$ cat src/verilog/mmu_consts.svh
`ifndef MMU_CONSTS_SVH
`define MMU_CONSTS_SVH

// address and entry geometry
`define MMU_VA_W    32
`define MMU_ENT_W   128
`define MMU_ACC_W   32

// set-associative array shape
`define MMU_SETS    64
`define MMU_IX_W    6

// no fault
`define EXC_NONE        16'h0000

// translation miss, software refills the TLB
`define EXC_TLBMISS     16'hA001

// user access into the uncached bypass region
`define EXC_BYP_LOAD    16'h8001
`define EXC_BYP_STORE   16'h8002

// page permission faults from the access checker
`define EXC_PRIV        16'h8003
`define EXC_WPROT       16'h8004
`define EXC_KEY         16'h8005
`define EXC_NOREAD      16'h8006

`endif

$ cat src/verilog/mmuPkg.sv
package mmuPkg;

	// request operation on the L1/L2 memory port
	// loads carry bit 3, stores bit 4; TLB maintenance uses neither
	typedef enum logic [4:0]
	{
		opmNone   = 5'h00,
		opmLoad   = 5'h08,
		opmStore  = 5'h10,
		opmLdtlb  = 5'h01,   // fill one entry from the data bus
		opmInvtlb = 5'h02    // flush the whole array
	} memOpm;

	// response status toward L2
	typedef enum logic [1:0]
	{
		okReady = 2'b00,   // idle, nothing done
		okOk    = 2'b01    // operation accepted
	} memOk;

	// control register select for write and readback
	typedef enum logic [1:0]
	{
		selMmcr = 2'd0,   // MMU control
		selKrr  = 2'd1,   // keyring
		selSr   = 2'd2    // status
	} ctrlSel;

endpackage

$ cat src/verilog/mmuChkAcc.sv
`include "mmu_consts.svh"

module mmuChkAcc (
	input  logic [`MMU_ACC_W-1:0] accField,
	input  mmuPkg::memOpm         opm,
	input  logic [63:0]           mmcr,
	input  logic [63:0]           krr,
	input  logic [63:0]           sr,
	output logic [15:0]           excCode
);
	import mmuPkg::*;

	// access field as packed by the TLB
	// key in 31:16, extended mode in 15:4, mode in 3:0
	logic [15:0] entKey;
	logic [3:0]  entMode;
	logic        supOnly;
	logic        noWrite;
	logic        noRead;
	logic        userMode;
	logic        keyChkEn;
	logic        isLoad;
	logic        isStore;
	logic        keyBad;

	assign entKey  = accField[31:16];
	assign entMode = accField[3:0];

	assign supOnly = entMode[0];
	assign noWrite = entMode[1];
	assign noRead  = entMode[2];

	assign userMode = !sr[30];
	assign keyChkEn = mmcr[1];

	assign isLoad  = (opm == opmLoad);
	assign isStore = (opm == opmStore);

	// key zero marks a page open to every key
	assign keyBad = keyChkEn && (entKey != 16'h0000) && (entKey != krr[15:0]);

	// first matching fault wins
	always_comb
	begin
		excCode = `EXC_NONE;
		if (isLoad || isStore)
		begin
			if (userMode && supOnly)
			begin
				excCode = `EXC_PRIV;
			end
			else if (isStore && noWrite)
			begin
				excCode = `EXC_WPROT;
			end
			else if (isLoad && noRead)
			begin
				excCode = `EXC_NOREAD;
			end
			else if (keyBad)
			begin
				excCode = `EXC_KEY;
			end
		end
	end

endmodule

$ cat config.mk
export PLATFORM = sky130hd
export DESIGN_NAME = mmuChkAcc
export DESIGN_NICKNAME = d
export VERILOG_FILES = /design/src/verilog/mmuPkg.sv /design/src/verilog/mmuChkAcc.sv
export VERILOG_INCLUDE_DIRS = /design/src /design/src/verilog
export SDC_FILE = /design/constraint.sdc
export NUM_CORES = 1
export LEC_CHECK = 0
export ABC_CLOCK_PERIOD_IN_PS = 1180
export BUFFER_PORTS_ARGS = -buffer_cell sky130_fd_sc_hd__buf_4
export CAP_MARGIN = 10
export CORE_AREA = 4 4 94 96
export DETAILED_ROUTE_END_ITERATION = 8
export DIE_AREA = 0 0 98 100
export PLACE_DENSITY_LB_ADDON = 0.3
export SYNTH_ARGS = -nofsm -noshare
export SYNTH_HDL_FRONTEND = slang
export SYNTH_SLANG_ARGS = --single-unit
$ cat constraint.sdc
create_clock -name vclk -period 1.18
set_input_delay 0.236 -clock vclk [all_inputs]
set_output_delay 0.236 -clock vclk [all_outputs]
set_load 0.005 [all_outputs]
==> results_tabular.tex <==
\begin{tabular}{lr}
\hline
Metric & Value \\
\hline
\multicolumn{2}{l}{\textbf{Detailed routing}} \\
\quad Post-route antenna net violation count & 0 \\
\quad Vias per cell & about 2.8 \\
\quad Drt first pass iters & 2 \\
\quad Via count of the routed design & roughly 600 \\
\quad Post-detailed-route wirelength per cell & 9.10 µm \\
\quad Number of DRC violations after detailed routing & 0 \\
\quad Initial DRC count & 4 \\
\quad Final WL & a little under 2 mm \\
\multicolumn{2}{l}{\textbf{Die}} \\
\quad Die footprint & 9800 µm² \\
\quad Height of the die & roughly 100 µm \\
\quad IO Pins & 245 \\
\quad Core outline area & between 8000 and 9000 µm² \\
\quad Standard-cell rows & 33 \\
\quad Chip Width & 98 µm \\
\quad Initial Util & 5.58\% \\
\multicolumn{2}{l}{\textbf{Setup path}} \\
\quad Stage delay of the slowest cell on the critical path & 0.41 ns \\
\quad Arrival time at the worst endpoint & 1.35 ns \\
\quad CP max stage cell & nor4\_4 \\
\quad Class of the most critical setup path & in -> out \\
\quad Worst endpoint required time & 0.94 ns \\
\quad Startpoint kind of the worst setup timing path & primary input \\
\quad CP dominant cell by count & buf\_4 \\
\quad Critical path fanouts, max & 3 \\
\quad CP Capture Type & output port \\
\quad Critical Path, Cell by Cell & buf\_4 > xnor2\_2 > nand4\_1 > nor4\_4 > o21ai\_1 > buf\_4 \\
\multicolumn{2}{l}{\textbf{GRT}} \\
\quad GR Util All Layers & around 3.8\% \\
\quad Initial antenna violation count & 0 \\
\quad Global-route wire length before repair & 3.15 mm \\
\quad Gr ovfl total & 0 \\
\quad Largest net degree at the start of global routing & 6 \\
\quad Vias in the first global route & between 600 and 700 \\
\multicolumn{2}{l}{\textbf{Timing}} \\
\quad RSZ-0062 raised after global routing & true \\
\quad Number of hold-slack violations in the final timing report & 0 \\
\quad Tmin final & about 1.6 ns \\
\quad Final Cycle Share & 135\% \\
\quad Number of max-slew violations in the final report & 0 \\
\quad Final setup margin & -0.408 ns \\
\quad Highest clock rate & around 630 MHz \\
\quad \# setup viols final & 4 \\
\multicolumn{2}{l}{\textbf{Final layout}} \\
\quad Combined flip-flop and latch cell area & 0 µm² \\
\quad Layout Utilization & approximately 14\% \\
\quad Share of layout cells above drive strength 1 & between 60 and 70\% \\
\quad Total number of sequential cells & 0 \\
\quad Number of clock buffers in the layout & 0 \\
\quad Nets@finish & 344 \\
\quad Number of diodes & 0 \\
\quad Layout area overhead & 150\% \\
\quad Post-layout instance area & 1120 µm² \\
\multicolumn{2}{l}{\textbf{Yosys}} \\
\quad Synth Area in Adders & 0\% \\
\quad Share of the yosys chip area belonging to registers & 0\% \\
\quad Gate count of the mapped netlist & 60 \\
\quad Average footprint of a synthesized cell & 7.49 µm² \\
\quad Post-synthesis share of cell area spent on xor and xnor gates & 31.2\% \\
\quad Mux contribution to synthesized area & 0\% \\
\quad Fraction of the mapped netlist area in simple logic gates & around 36\% \\
\quad Post-synthesis instance area & 449 µm² \\
\quad Combinational family with the most area after synthesis & simple AND/OR/NAND/NOR gates \\
\quad Fraction of the mapped netlist area in compound gates & 12.0\% \\
\quad Library cells used by synthesis & 19 \\
\quad Yosys warning total & 0 \\
\multicolumn{2}{l}{\textbf{Outcome}} \\
\quad Violations in the final reports & negative setup slack \\
\quad Run status & finished with violations \\
\multicolumn{2}{l}{\textbf{Power}} \\
\quad Leakage power & around 0.00048 µW \\
\quad Total chip power & between 300 and 400 µW \\
\quad Power density over the cells & 288 nW/µm² \\
\quad Worst supply voltage drop on vdd & 0.0000411 V \\
\multicolumn{2}{l}{\textbf{Flow run}} \\
\quad Number of max-capacitance violations reported & 0 \\
\multicolumn{2}{l}{\textbf{Place}} \\
\quad Placed Area & roughly 940 µm² \\
\quad Dpl hpwl & around 1.8 mm \\
\quad Port Buf Inserts & 46 \\
\quad Final weighted congestion of routability-driven global placement & 0.711 \\
\multicolumn{2}{l}{\textbf{Worst hold path}} \\
\quad Hold Crit Class & in -> out \\
\multicolumn{2}{l}{\textbf{Clock tree}} \\
\quad Buffers inserted during post-CTS setup optimization & 0 \\
\hline
\end{tabular}
worst paths after layout:
path	start	end	slack [ns]	depth (start not counted)
worst min-delay path	mmcr[1]	excCode[2]	0.88	4
worst max-delay path	accField[22]	excCode[0]	-0.41	6
cells by family after synthesis:
group                     after synthesis
AOI/OAI and AO/OA                       8
xor gates and xnor gates               16
buffers and inverters                  12
other                                   1
and+or+nand+nor                        23
worst max-delay path, delay by kind of cell:
family | cells | cell delay [ns]
AND/OR/NAND/NOR | 2 | 0.61
buffers and inverters | 2 | 0.27
XOR/XNOR | 1 | 0.12
AO/OA/AOI/OAI | 1 | 0.11
Yosys cell counts, drive strengths merged:
master   number  share of area [%]
a21boi        1                2.5
and2          1                1.4
and3b         2                3.9
buf          12                 20
conb          1               0.83
nand2         1               0.83
nand2b        3                4.2
nand3         1                1.1
nand4         7                9.7
nor2          1               0.83
nor2b         1                1.4
nor3          1                2.2
nor4          5                 10
o21ai         3                3.3
o22ai         3                4.2
o2bb2ai       1                2.0
xnor2        16                 31
per-stage QoR:
step           hold slack, ns  instances  TNS [ns]  worst slack, ns
6_report                0.876        218     -1.21           -0.408
5_1_grt                 0.903        218     -1.63           -0.544
4_1_cts                 0.862        218     -1.17           -0.414
3_5_place_dp            0.857        218     -1.63           -0.503
3_3_place_gp            0.859        218     -1.67           -0.512
2_1_floorplan           0.590         71  -0.00121         -0.00121
power breakdown:
group | internal, µW | switching, µW
combinational | 204 | 120
clock | 0 | 0
sequential | 0 | 0
cell type report:
class / count / area (µm²)
fillers: 912 / 6930
multi-input cells: 59 / 528
well taps: 105 / 131
repair buffers: 54 / 462
placed cells by master (no fill, tap or decap):
| master | instances |
|---|---|
| nor4_2 | 2 |
| nor4_4 | 2 |
| o21ai_1 | 2 |
| o22ai_1 | 1 |
| nand4_1 | 7 |
| nor2_1 | 1 |
| nand2b_4 | 1 |
| and2_4 | 1 |
| o21ai_2 | 1 |
| o22ai_2 | 2 |
| buf_8 | 1 |
| buf_6 | 13 |
| xnor2_1 | 8 |
| nor4_1 | 1 |
| buf_4 | 40 |
| nand2_1 | 1 |
| o2bb2ai_2 | 1 |
| nand3_1 | 1 |
| a21boi_2 | 1 |
| conb_1 | 12 |
| nor2b_4 | 1 |
| nor3_2 | 1 |
| nand2b_1 | 2 |
| and3b_1 | 2 |
| xnor2_2 | 8 |
metal layers:
metal  GRT usage, %  part of all wire [%]  vias up
met5              0                     0        -
met4              0                     0        0
met3          0.417                   6.9        0
met2           7.33                    54       28
met1           4.81                    39      273
li1               -                     -      302
timing repair:
action                                  in CTS  in global routing
pin swaps                                   15                  8
gates resized for setup                     21                 15
endpoints found under the setup margin       4                  4
hold buffers                                 0                  0
No activity file was read; power rests on OpenSTA's default activity.
