File: config.mk
export PLATFORM = sky130hd
export DESIGN_NAME = mmuCtrlRegs
export DESIGN_NICKNAME = d
export VERILOG_FILES = /design/src/verilog/mmu_consts.svh /design/src/verilog/mmuPkg.sv /design/src/verilog/mmuCtrlRegs.sv
export SDC_FILE = /design/constraint.sdc
export NUM_CORES = 1
export LEC_CHECK = 0
export BUFFER_PORTS_ARGS = -buffer_cell sky130_fd_sc_hd__buf_2
export CAP_MARGIN = 20
export CORE_AREA = 2 2 107 212
export DETAILED_ROUTE_END_ITERATION = 10
export DIE_AREA = 0 0 109 214
export PLACE_DENSITY = 0.66
export SLEW_MARGIN = 20
export SYNTH_ARGS = -nofsm -noshare
export SYNTH_HDL_FRONTEND = slang
export SYNTH_SLANG_ARGS = --single-unit
export TNS_END_PERCENT = 50
File: constraint.sdc
create_clock -name clock -period 0.95 [get_ports clock]
set_input_delay 0.0475 -clock clock [delete_from_list [all_inputs] [get_ports clock]]
set_output_delay 0.0475 -clock clock [all_outputs]
set_load 0.05 [all_outputs]
File: src/verilog/mmu_consts.svh
`ifndef MMU_CONSTS_SVH
`define MMU_CONSTS_SVH

// address and entry geometry
`define MMU_VA_W    32
`define MMU_ENT_W   128
`define MMU_ACC_W   32

// set-associative array shape
`define MMU_SETS    64
`define MMU_IX_W    6

// no fault
`define EXC_NONE        16'h0000

// translation miss, software refills the TLB
`define EXC_TLBMISS     16'hA001

// user access into the uncached bypass region
`define EXC_BYP_LOAD    16'h8001
`define EXC_BYP_STORE   16'h8002

// page permission faults from the access checker
`define EXC_PRIV        16'h8003
`define EXC_WPROT       16'h8004
`define EXC_KEY         16'h8005
`define EXC_NOREAD      16'h8006

`endif

File: src/verilog/mmuPkg.sv
package mmuPkg;

	// request operation on the L1/L2 memory port
	// loads carry bit 3, stores bit 4; TLB maintenance uses neither
	typedef enum logic [4:0]
	{
		opmNone   = 5'h00,
		opmLoad   = 5'h08,
		opmStore  = 5'h10,
		opmLdtlb  = 5'h01,   // fill one entry from the data bus
		opmInvtlb = 5'h02    // flush the whole array
	} memOpm;

	// response status toward L2
	typedef enum logic [1:0]
	{
		okReady = 2'b00,   // idle, nothing done
		okOk    = 2'b01    // operation accepted
	} memOk;

	// control register select for write and readback
	typedef enum logic [1:0]
	{
		selMmcr = 2'd0,   // MMU control
		selKrr  = 2'd1,   // keyring
		selSr   = 2'd2    // status
	} ctrlSel;

endpackage

File: src/verilog/mmuCtrlRegs.sv
module mmuCtrlRegs (
	input  logic           clock,
	input  logic           arstN,
	input  logic           regWrite,
	input  mmuPkg::ctrlSel regSel,
	input  logic [63:0]    regWdata,
	output logic [63:0]    regRdata,
	output logic [63:0]    mmcr,
	output logic [63:0]    krr,
	output logic [63:0]    sr
);
	import mmuPkg::*;

	logic [63:0] mmcrQ;
	logic [63:0] krrQ;
	logic [63:0] srQ;

	// all zero out of reset, so the MMU starts disabled in user mode
	always_ff @(posedge clock or negedge arstN)
	begin
		if (!arstN)
		begin
			mmcrQ <= '0;
			krrQ  <= '0;
			srQ   <= '0;
		end
		else if (regWrite)
		begin
			case (regSel)
				selMmcr: mmcrQ <= regWdata;
				selKrr:  krrQ  <= regWdata;
				selSr:   srQ   <= regWdata;
				default: ;   // unused select, write dropped
			endcase
		end
	end

	// readback follows the select with no delay
	always_comb
	begin
		case (regSel)
			selMmcr: regRdata = mmcrQ;
			selKrr:  regRdata = krrQ;
			selSr:   regRdata = srQ;
			default: regRdata = '0;
		endcase
	end

	assign mmcr = mmcrQ;
	assign krr  = krrQ;
	assign sr   = srQ;

endmodule

==> qor.csv, run 1 <==
stage,metric,value,unit
placement,PortBufs,324,
power_and_ir_drop,Tot Pwr,0.04267,W
floorplanning,Die W,109,microns
timing,fin crit share,151.8,%
global_routing,busiest grt layer,met2,
global_routing,initial antenna violation count,2,
floorplanning,std cell rows,76,
clock_tree,Worst-path clk slew,0.07,ns
finish,Area Growth Syn to Fin,115.6,%
critical_path,worst-path cell chain,buf_4 > buf_4 > buf_12 > mux2i_2 > o2bb2ai_4 > buf_6,
detailed_routing,DRC,0,
placement,pre-CTS WS,-0.3400,ns
detailed_routing,routed len/inst,28.26,microns
synthesis,top cell type's share of synthesized area,56.16,%
floorplanning,Placeable Area,0.02159,sq mm
synthesis,Seq cells post-synth,192,
synthesis,Post-synth EDFFs,0,
synthesis,asr flop ratio synth,100.0,%
timing,max_slew headroom,68.05,%
critical_path,CP max stage delay,0.34,ns
floorplanning,io pins,325,
clock_tree,CTS buffer count,17,
global_routing,met3 Usage GRT,6.726,%
status,failing checks,negative setup slack,
finish,share of cells above drive strength 1,92.93,%
detailed_routing,DRT Pass-1 Iters,4,
global_routing,first-pass GRT wire length,53010,microns
timing,fmax,0.6934,GHz
timing,RSZ-0062 raised after global routing,true,
detailed_routing,starting DRC count in detailed routing,328,
timing,Setup Skew,0,ns
min_path,Hold Crit Class,in2async,
power_and_ir_drop,Peak VDD IR,0.001636,V
synthesis,top_reg_cell synth,dfrtp_1,
critical_path,crit path kind,in2out,
timing,Slew @ Worst Pin,0.4792,ns
timing,fin. max-slew vios,0,
synthesis,post-synthesis sequential area ratio,56.16,%
critical_path,Worst R2R Start,mmcr[4]$_DFFE_PN0P_,
floorplanning,die height,214,microns
critical_path,critical path's top delay family,buffers and inverters,
global_routing,grt met2 use,55.32,%
detailed_routing,Detail Route Antenna Nets,0,
finish,final core occ,85.46,%
global_routing,gr usage total,30.62,%
synthesis,synth cell count leaders,"dfrtp_1 (192), mux2_2 (192), mux2i_1 (64), o2bb2ai_1 (64), buf_6 (23)",
critical_path,CP most frequent cell,buf_4,
status,status,"complete, but fails checks",
global_routing,largest net degree at the start of global routing,33,
critical_path,CP Launch Type,primary input,
critical_path,crit path DAT,1.39,ns
clock_tree,CTS H-tree lvls,4,
critical_path,crit end category,output port,
timing,"Hold Violations, Final",0,
detailed_routing,vias,7819,
synthesis,Cells after Synth,558,
clock_tree,Clock Latency Late Sink,0.43,ns
global_routing,number of global-route vias before repair,8962,
clock_tree,Clock Tree Root,clkbuf_16,
critical_path,reg-to-reg endpoint,mmcr[4]$_DFFE_PN0P_,
clock_tree,CTS sink count,192,
finish,Nets,1201,
critical_path,CP max stage cell,mux2i_2,
power_and_ir_drop,Leakage,7.833,nW
global_routing,met1 usage,30.33,%
timing,setup ws final,-0.4921,ns
clock_tree,worst-case clock buffer depth,2,
synthesis,Mapped Area,0.008554,sq mm
detailed_routing,via/cell ratio,5.506,
critical_path,CP required,0.90,ns
run,max-cap violation count,0,
critical_path,WP buf/inv,4,
critical_path,FF-to-FF setup slack,-0.15,ns
synthesis,distinct cell type count after synthesis,12,
floorplanning,die area,0.02333,sq mm
timing,setup violators final,310,
placement,HPWL Detailed,20610,microns
global_routing,total gr overflow,0,
placement,routability cong.,0.8080,
synthesis,syn nets,627,
critical_path,FF-to-FF path depth,3,
synthesis,Synth Warn #,0,
detailed_routing,drt total wl,40130,microns
critical_path,crit-path max FO,17,
floorplanning,Initial Util,39.63,%
synthesis,Syn Area/Cell,15.33,sq um
timing,"Min Clock Period, post-route",1.442,ns
clock_tree,CTS tree,built,
synthesis,largest area contributor in the netlist,dfrtp_1,
synthesis,"top cells by area, synth","dfrtp_1 (56%), mux2_2 (25%), mux2i_1 (7.5%)",
power_and_ir_drop,pwr dens,2313,mW/mm^2
power by group:
group | switching [W] | internal, W | leakage (nW)
clock network | 0.00338 | 0.00390 | 0.282
logic | 0.0122 | 0.0106 | 5.47
registers | 0.00253 | 0.0100 | 2.08
total | 0.0182 | 0.0245 | 7.83
through the flow:
| stage | hold WS, ns | TNS [ns] | area (sq um) | std cells |
|---|---|---|---|---|
| floorplan | -0.2481 | -11.65 | 10440 | 558 |
| global placement | -0.003066 | -62.80 | 13220 | 1221 |
| global route | 0.1085 | -77.03 | 18450 | 1420 |
| finish | 0.1020 | -68.89 | 18450 | 1420 |
| detailed placement | 0.0002068 | -65.42 | 13220 | 1221 |
| CTS | 0.1022 | -69.50 | 17090 | 1394 |
final cells by class:
type	count	area, sq um
flip-flops and latches	192	5031
well taps	273	341.6
fillers	879	3139
multi-input cells	324	5623
repair buffers	597	6877
clock inverters	13	136.4
diodes	2	5.005
clock buffers	19	432.9
metal layers:
| metal | wire length [microns] | vias to the layer above |
|---|---|---|
| met5 | 0 | - |
| met4 | 2497 | 0 |
| met3 | 2106 | 140 |
| met2 | 22270 | 413 |
| met1 | 13250 | 4032 |
| li1 | - | 3234 |
worst reg2reg max path, cell delays in order (launching register included):
cell,delay (ns)
dfrtp_2,0.46
buf_6,0.15
buf_6,0.10
mux2_4,0.27
sequential cells by signal, summed over array words and instances, names as in the netlist:
register / flops
sr: 64
krr: 64
mmcr: 64
timing repair:
| action | 4_1_cts | 5_1_grt |
|---|---|---|
| hold buffers | 65 | 0 |
| gates resized for setup | 625 | 315 |
| buffers inserted | 79 | 43 |
| endpoints found under the setup margin | 256 | 317 |
| hold endpoints to repair | 384 | 0 |
| pin swaps | 8 | 17 |
cells by family after synthesis:
family          share of synthesized area [%]
buf+inv                                 4.183
mux                                     32.76
compound gates                          6.553
flops                                   56.17
simple gates                           0.3364
worst max-delay path by stage:
stage | start | to | slack [ns] | cells after the start
2_1_floorplan | sr[0]$_DFFE_PN0P_ | regRdata[0] | -0.39 | 2
3_3_place_gp | regSel[1] | regRdata[58] | -0.31 | 5
3_5_place_dp | regSel[1] | regRdata[47] | -0.34 | 5
4_1_cts | sr[51]$_DFFE_PN0P_ | regRdata[51] | -0.44 | 3
5_1_grt | sr[0]$_DFFE_PN0P_ | regRdata[0] | -0.52 | 3
6_report | regSel[1] | regRdata[54] | -0.49 | 6
placed cells by master (no fill, tap or decap), drive strengths merged:
master,count
buf,531
dfrtp,192
mux2,192
dlygate4sd3,65
o2bb2ai,64
mux2i,64
clkbuf,20
clkinv,6
inv,4
diode,2
nand3b,2
bufinv,2
nor2b,1
nor3b,1
clkinvlp,1
No activity file was read; power rests on OpenSTA's default activity.
==> run 2: changes to the inputs <==
--- a/config.mk
+++ b/config.mk
@@ -7,10 +7,10 @@
 export LEC_CHECK = 0
 export BUFFER_PORTS_ARGS = -buffer_cell sky130_fd_sc_hd__buf_2
 export CAP_MARGIN = 20
-export CORE_AREA = 2 2 107 212
+export CORE_AREA = 3 3 98 193
 export DETAILED_ROUTE_END_ITERATION = 10
-export DIE_AREA = 0 0 109 214
-export PLACE_DENSITY = 0.66
+export DIE_AREA = 0 0 101 196
+export PLACE_DENSITY = 0.79
 export SLEW_MARGIN = 20
 export SYNTH_ARGS = -nofsm -noshare
 export SYNTH_HDL_FRONTEND = slang
==> run 2 against run 1 <==
Effect of this change:
- the run now fails in clock tree synthesis
- synthesized area is the same
- synthesized cell count is the same
==> qor.csv, run 2 <==
stage,metric,value,unit
status,status,did not finish,
status,stage reached,clock tree synthesis,
status,error msg,[ERROR DPL-0033] detailed placement checks failed during check placement.,
clock_tree,Clock Tree Root,clkbuf_16,
synthesis,Post-synth EDFFs,0,
synthesis,top_reg_cell synth,dfrtp_1,
clock_tree,worst-case clock buffer depth,2,
clock_tree,cts repair resizes,600,
synthesis,asr flop ratio synth,100.0,%
placement,routability cong.,0.8512,
synthesis,synth cell count leaders,"dfrtp_1 (192), mux2_2 (192), mux2i_1 (64), o2bb2ai_1 (64), buf_6 (23)",
clock_tree,postcts setup bufs,81,
synthesis,Seq cells post-synth,192,
floorplanning,Die W,101,microns
floorplanning,Initial Util,48.81,%
synthesis,Syn Area/Cell,15.33,sq um
floorplanning,io pins,325,
clock_tree,CTS H-tree lvls,4,
synthesis,largest area contributor in the netlist,dfrtp_1,
placement,placed instance area,0.01300,sq mm
placement,PortBufs,324,
synthesis,Cells after Synth,558,
floorplanning,std cell rows,68,
synthesis,top cell type's share of synthesized area,56.16,%
synthesis,"top cells by area, synth","dfrtp_1 (56%), mux2_2 (25%), mux2i_1 (7.5%)",
clock_tree,CTS buffer count,17,
synthesis,Synth Warn #,0,
synthesis,Mapped Area,0.008554,sq mm
floorplanning,die height,196,microns
synthesis,distinct cell type count after synthesis,12,
clock_tree,CTS sink count,192,
synthesis,syn nets,627,
clock_tree,"Hold-fix buffers, CTS",65,
placement,HPWL Detailed,21040,microns
synthesis,post-synthesis sequential area ratio,56.16,%
## run 2: cell counts after synthesis
No cell type changed its count.
## run 2: per-stage QoR
step / util [%] / setup slack, ns / std cells / hold slack, ns
3_3_place_gp: 74.17 / -0.3067 / 1149 / -0.01362
3_5_place_dp: 74.17 / -0.3449 / 1149 / -0.01361
2_1_floorplan: - / -0.3863 / 558 / -0.2481
## run 2: cells by family after synthesis
kind of cell    Yosys count  synth area share, %
compound gates           64                6.553
simple gates              4               0.3364
mux                     256                32.76
flops                   192                56.17
buf+inv                  42                4.183
==> run 3: changes to the inputs <==
--- a/config.mk
+++ b/config.mk
@@ -7,10 +7,10 @@
 export LEC_CHECK = 0
 export BUFFER_PORTS_ARGS = -buffer_cell sky130_fd_sc_hd__buf_2
 export CAP_MARGIN = 20
-export CORE_AREA = 3 3 98 193
+export CORE_AREA = 3 3 161 163
 export DETAILED_ROUTE_END_ITERATION = 10
-export DIE_AREA = 0 0 101 196
-export PLACE_DENSITY = 0.79
+export DIE_AREA = 0 0 164 166
+export PLACE_DENSITY_LB_ADDON = 0.15
 export SLEW_MARGIN = 20
 export SYNTH_ARGS = -nofsm -noshare
 export SYNTH_HDL_FRONTEND = slang
==> run 3 against run 2 <==
Effect of this change:
- the flow now finishes, with violations (negative setup slack)
==> qor.csv, run 3 (synthesis gave the netlist of run 1 again) <==
stage,metric,value,unit
status,status,"complete, but fails checks",
status,failing checks,negative setup slack,
detailed_routing,DRC,0,
power_and_ir_drop,pwr dens,2269,mW/mm^2
clock_tree,Clock Latency Late Sink,0.43,ns
placement,HPWL Detailed,20430,microns
timing,fin. max-slew vios,0,
power_and_ir_drop,Peak VDD IR,0.001353,V
timing,fmax,0.7251,GHz
global_routing,gr usage total,23.36,%
power_and_ir_drop,Tot Pwr,0.04230,W
floorplanning,die area,0.02722,sq mm
finish,"commonest non-fill, non-tap cell in the layout",buf_6,
detailed_routing,routed len/inst,22.82,microns
placement,placed instance area,0.01348,sq mm
detailed_routing,starting DRC count in detailed routing,269,
critical_path,worst-path cell chain,mux2i_2 > o2bb2ai_4 > buf_6,
floorplanning,Placeable Area,0.02446,sq mm
critical_path,FF-to-FF path depth,4,
floorplanning,std cell rows,57,
floorplanning,io pins,325,
detailed_routing,via/cell ratio,4.998,
finish,most frequent cells in the layout,"buf_6 (288), dfrtp_2 (180), buf_8 (115)",
run,max-cap violation count,0,
critical_path,crit end category,output port,
critical_path,Worst R2R Start,mmcr[34]$_DFFE_PN0P_,
critical_path,crit path kind,reg2out,
timing,fin crit share,145.2,%
timing,setup ws final,-0.4291,ns
critical_path,crit-path max FO,2,
global_routing,total gr overflow,0,
finish,fillers,1297,
clock_tree,worst-case clock buffer depth,2,
timing,max_slew headroom,73.24,%
clock_tree,CTS sink count,192,
placement,placed cells,1302,
clock_tree,CTS tree,built,
critical_path,CP Launch Type,flop,
timing,Setup Skew,0,ns
detailed_routing,DRT Pass-1 Iters,4,
timing,Setup TNS,-68.47,ns
global_routing,number of global-route vias before repair,8475,
critical_path,CP max stage cell,dfrtp_2,
timing,RSZ-0062 raised after global routing,true,
timing,setup violators final,296,
clock_tree,Worst-path clk slew,0.08,ns
detailed_routing,drt total wl,33920,microns
timing,"Min Clock Period, post-route",1.379,ns
finish,Nets,1216,
detailed_routing,vias,7427,
critical_path,reg-to-reg endpoint,mmcr[34]$_DFFE_PN0P_,
min_path,Hold Crit Class,in2async,
clock_tree,CTS buffer count,17,
global_routing,initial antenna violation count,2,
power_and_ir_drop,Leakage,7.895,nW
critical_path,FF-to-FF setup slack,-0.19,ns
timing,Slew @ Worst Pin,0.4014,ns
global_routing,first-pass GRT wire length,49490,microns
finish,share of cells above drive strength 1,92.84,%
floorplanning,Die W,164,microns
finish,"Design Area, Final",0.01865,sq mm
timing,"Hold Violations, Final",0,
critical_path,crit path DAT,1.33,ns
placement,PortBufs,324,
placement,routability cong.,0.7928,
critical_path,CP max stage delay,0.44,ns
global_routing,largest net degree at the start of global routing,43,
floorplanning,die height,166,microns
finish,Non-Filler Instances,1486,
clock_tree,CTS H-tree lvls,4,
finish,Area Growth Syn to Fin,118.0,%
critical_path,CP required,0.90,ns
detailed_routing,Detail Route Antenna Nets,0,
clock_tree,Clock Tree Root,clkbuf_16,
floorplanning,Initial Util,34.97,%
## run 3: power by group
group | internal [W] | total, W | switching, W
clock | 0.00396 | 0.00733 | 0.00338
combinational | 0.0108 | 0.0227 | 0.0119
sequential | 0.0100 | 0.0122 | 0.00222
total | 0.0248 | 0.0423 | 0.0175
## run 3: layout make-up
| cell class | count | area [sq um] | share of cell area, % |
|---|---|---|---|
| repair buffers | 612 | 7012 | 37.60 |
| multi-input cells | 324 | 5612 | 30.09 |
| flip-flops and latches | 192 | 5030 | 26.97 |
| clock buffers | 20 | 436.7 | 2.342 |
| well taps | 324 | 405.4 | 2.174 |
| clock inverters | 12 | 147.6 | 0.7917 |
| diodes | 2 | 5.005 | 0.02684 |
## run 3: worst max-delay path by stage
| stage | slack, ns | end | start |
|---|---|---|---|
| floorplan | -0.39 | regRdata[0] | sr[0]$_DFFE_PN0P_ |
| global placement | -0.30 | sr[14]$_DFFE_PN0P_ | regSel[1] |
| detailed placement | -0.32 | krr[46]$_DFFE_PN0P_ | regSel[1] |
| CTS | -0.43 | regRdata[40] | sr[40]$_DFFE_PN0P_ |
| global route | -0.47 | regRdata[4] | mmcr[4]$_DFFE_PN0P_ |
| finish | -0.43 | regRdata[4] | mmcr[4]$_DFFE_PN0P_ |
## run 3: worst max-delay path, delay by kind of cell, from the launching register on
kind	cells	cell delay, ns
buf+inv	1	0.16
flops	1	0.44
compound gates	1	0.08
mux	1	0.22
## run 3: per-stage QoR
step           hold slack [ns]  util, %  setup WS [ns]
3_5_place_dp          -0.05286    55.12        -0.3195
6_report               0.05903    76.23        -0.4291
3_3_place_gp          -0.05062    55.12        -0.2959
2_1_floorplan          -0.2481        -        -0.3863
4_1_cts                0.05623    70.36        -0.4331
5_1_grt                0.06361    76.23        -0.4726
## run 3: timing repair
action	4_1_cts	5_1_grt
gates resized for setup	634	316
hold endpoints to repair	384	0
hold buffers	65	0
setup buffers	64	47
endpoints found under the setup margin	256	296
pin swaps	19	14
## run 3: metal layers
layer | up-vias | GRT usage (%) | routed length, microns
met2 | 256 | 42.89 | 18720
met3 | 66 | 5.812 | 1594
met4 | 0 | 8.018 | 1056
li1 | 3265 | - | -
met5 | - | 0 | 0
met1 | 3840 | 26.06 | 12550
==> run 4: changes to the inputs <==
--- a/config.mk
+++ b/config.mk
@@ -7,9 +7,9 @@
 export LEC_CHECK = 0
 export BUFFER_PORTS_ARGS = -buffer_cell sky130_fd_sc_hd__buf_2
 export CAP_MARGIN = 20
-export CORE_AREA = 3 3 161 163
+export CORE_AREA = 3 3 142 144
 export DETAILED_ROUTE_END_ITERATION = 10
-export DIE_AREA = 0 0 164 166
+export DIE_AREA = 0 0 145 147
 export PLACE_DENSITY_LB_ADDON = 0.15
 export SLEW_MARGIN = 20
 export SYNTH_ARGS = -nofsm -noshare
==> run 4 against run 3 <==
Effect of this change:
- the run still ends with negative setup slack left
- combinational power about the same
- register-to-register slack got worse by 0.02 ns
- clock power increased by 2%
- clock skew unchanged
- die area decreased by 22%
- clock-buffer cell count decreased by 2
- maximum frequency decreased by 10%
- critical endpoint is now regRdata[25]
- setup slack got worse by 0.16 ns
- wire length increased by 36%
- critical path type unchanged
==> qor.csv, run 4 (synthesis gave the netlist of run 1 again) <==
stage,metric,value,unit
finish,"commonest non-fill, non-tap cell in the layout",buf_6,
timing,fin. max-slew vios,0,
detailed_routing,drt total wl,46060,microns
min_path,Hold Crit Class,in2async,
global_routing,number of global-route vias before repair,8451,
critical_path,crit path DAT,1.49,ns
placement,PortBufs,324,
clock_tree,CTS buffer count,17,
power_and_ir_drop,Tot Pwr,0.04302,W
finish,share of cells above drive strength 1,92.56,%
global_routing,largest net degree at the start of global routing,49,
timing,setup ws final,-0.5885,ns
timing,fin crit share,161.9,%
placement,routability cong.,0.8037,
critical_path,critical path's top delay family,flip-flops,
timing,Setup Skew,0,ns
critical_path,crit path kind,reg2out,
placement,HPWL Detailed,18970,microns
clock_tree,CTS H-tree lvls,4,
clock_tree,worst-case clock buffer depth,2,
status,status,"complete, but fails checks",
power_and_ir_drop,Peak VDD IR,0.001977,V
floorplanning,std cell rows,50,
floorplanning,io pins,325,
clock_tree,Worst-path clk slew,0.08,ns
global_routing,total gr overflow,0,
placement,pre-CTS WS,-0.3404,ns
timing,max_slew headroom,63.99,%
critical_path,CP Launch Type,flop,
timing,RSZ-0062 raised after global routing,true,
floorplanning,Die W,145,microns
detailed_routing,starting DRC count in detailed routing,604,
clock_tree,Clock Latency Late Sink,0.44,ns
critical_path,CP max stage cell,dfrtp_2,
floorplanning,die height,147,microns
global_routing,gr usage total,32.14,%
timing,fmax,0.6500,GHz
finish,final core occ,95.08,%
clock_tree,CTS sink count,192,
floorplanning,Initial Util,45.43,%
timing,setup violators final,331,
timing,"Hold Violations, Final",0,
detailed_routing,Detail Route Antenna Nets,0,
finish,Nets,1171,
detailed_routing,DRT Pass-1 Iters,5,
floorplanning,die area,0.02132,sq mm
clock_tree,CTS tree,built,
critical_path,worst-path cell chain,mux2i_2 > o2bb2ai_4 > buf_6,
critical_path,CP max stage delay,0.46,ns
detailed_routing,vias,8296,
critical_path,CP required,0.90,ns
clock_tree,Clock Tree Root,clkbuf_16,
detailed_routing,routed len/inst,33.45,microns
critical_path,WP buf/inv,1,
timing,"Min Clock Period, post-route",1.538,ns
critical_path,crit end category,output port,
floorplanning,Placeable Area,0.01883,sq mm
global_routing,first-pass GRT wire length,52760,microns
power_and_ir_drop,Leakage,7.589,nW
finish,most frequent cells in the layout,"buf_6 (251), dfrtp_2 (177), buf_8 (120)",
critical_path,crit-path max FO,2,
timing,Slew @ Worst Pin,0.5402,ns
global_routing,initial antenna violation count,2,
detailed_routing,DRC,0,
power_and_ir_drop,pwr dens,2403,mW/mm^2
status,failing checks,negative setup slack,
detailed_routing,via/cell ratio,6.025,
run,max-cap violation count,0,
finish,Area Growth Syn to Fin,109.3,%
-- run 4: cell count changes in the layout (fill, tap and decap cells not counted), sizes merged --
| cell | change |
|---|---|
| clkinv | +6 |
| bufinv | -1 |
| clkbuf | -2 |
| buf | -45 |
| clkinvlp | -3 |
-- run 4: report_power, final --
group | internal (W) | leakage [nW] | total (W) | switching, W
Sequential | 0.0100 | 2.09 | 0.0126 | 0.00260
Clock | 0.00373 | 0.283 | 0.00750 | 0.00376
Combinational | 0.0103 | 5.22 | 0.0229 | 0.0127
Total | 0.0240 | 7.59 | 0.0430 | 0.0190
-- run 4: worst paths after layout --
path | slack [ns] | from | cells past startpoint | to
min in group clock | 0.17 | regSel[0] | 4 | mmcr[45]$_DFFE_PN0P_
max | -0.59 | mmcr[25]$_DFFE_PN0P_ | 3 | regRdata[25]
max in group asynchronous | 0.33 | arstN | 3 | mmcr[14]$_DFFE_PN0P_
min reg2reg | 0.59 | sr[17]$_DFFE_PN0P_ | 1 | sr[17]$_DFFE_PN0P_
max reg2reg | -0.21 | mmcr[22]$_DFFE_PN0P_ | 4 | mmcr[22]$_DFFE_PN0P_
min | 0.05 | arstN | 2 | sr[38]$_DFFE_PN0P_
-- run 4: cell type report --
class | count | area [sq um]
multi-input combinational | 324 | 5508
clock buffer | 18 | 429.2
fill | 350 | 925.9
tap | 260 | 325.3
sequential | 192 | 5026
antenna | 2 | 5.005
timing repair buffer | 567 | 6462
clock inverter | 14 | 148.9
-- run 4: layer usage --
layer / GRT usage (%) / share of wire (%) / up-vias
met2: 60.56 / 53 / 635
met3: 7.557 / 7.5 / 214
met4: 12.92 / 6.1 / 0
met1: 34.82 / 34 / 4273
met5: 0 / 0 / -
li1: - / - / 3174
-- run 4: metrics by stage --
step / hold WS, ns / area [sq um] / std cells / TNS (ns)
CTS: 0.01086 / 16490 / 1357 / -69.14
finish: 0.05040 / 17900 / 1377 / -74.10
global route: 0.05526 / 17900 / 1377 / -80.80
detailed placement: -0.09282 / 12710 / 1159 / -66.52
floorplan: -0.2481 / 10440 / 558 / -11.65
global placement: -0.08996 / 12710 / 1159 / -59.09
-- run 4: timing repair --
item / CTS / global route
hold buffers: 65 / 0
gates resized for setup: 539 / 361
setup endpoints to repair: 257 / 332
pin swaps: 12 / 22
buffers inserted: 103 / 39
endpoints found under the hold margin: 384 / 0
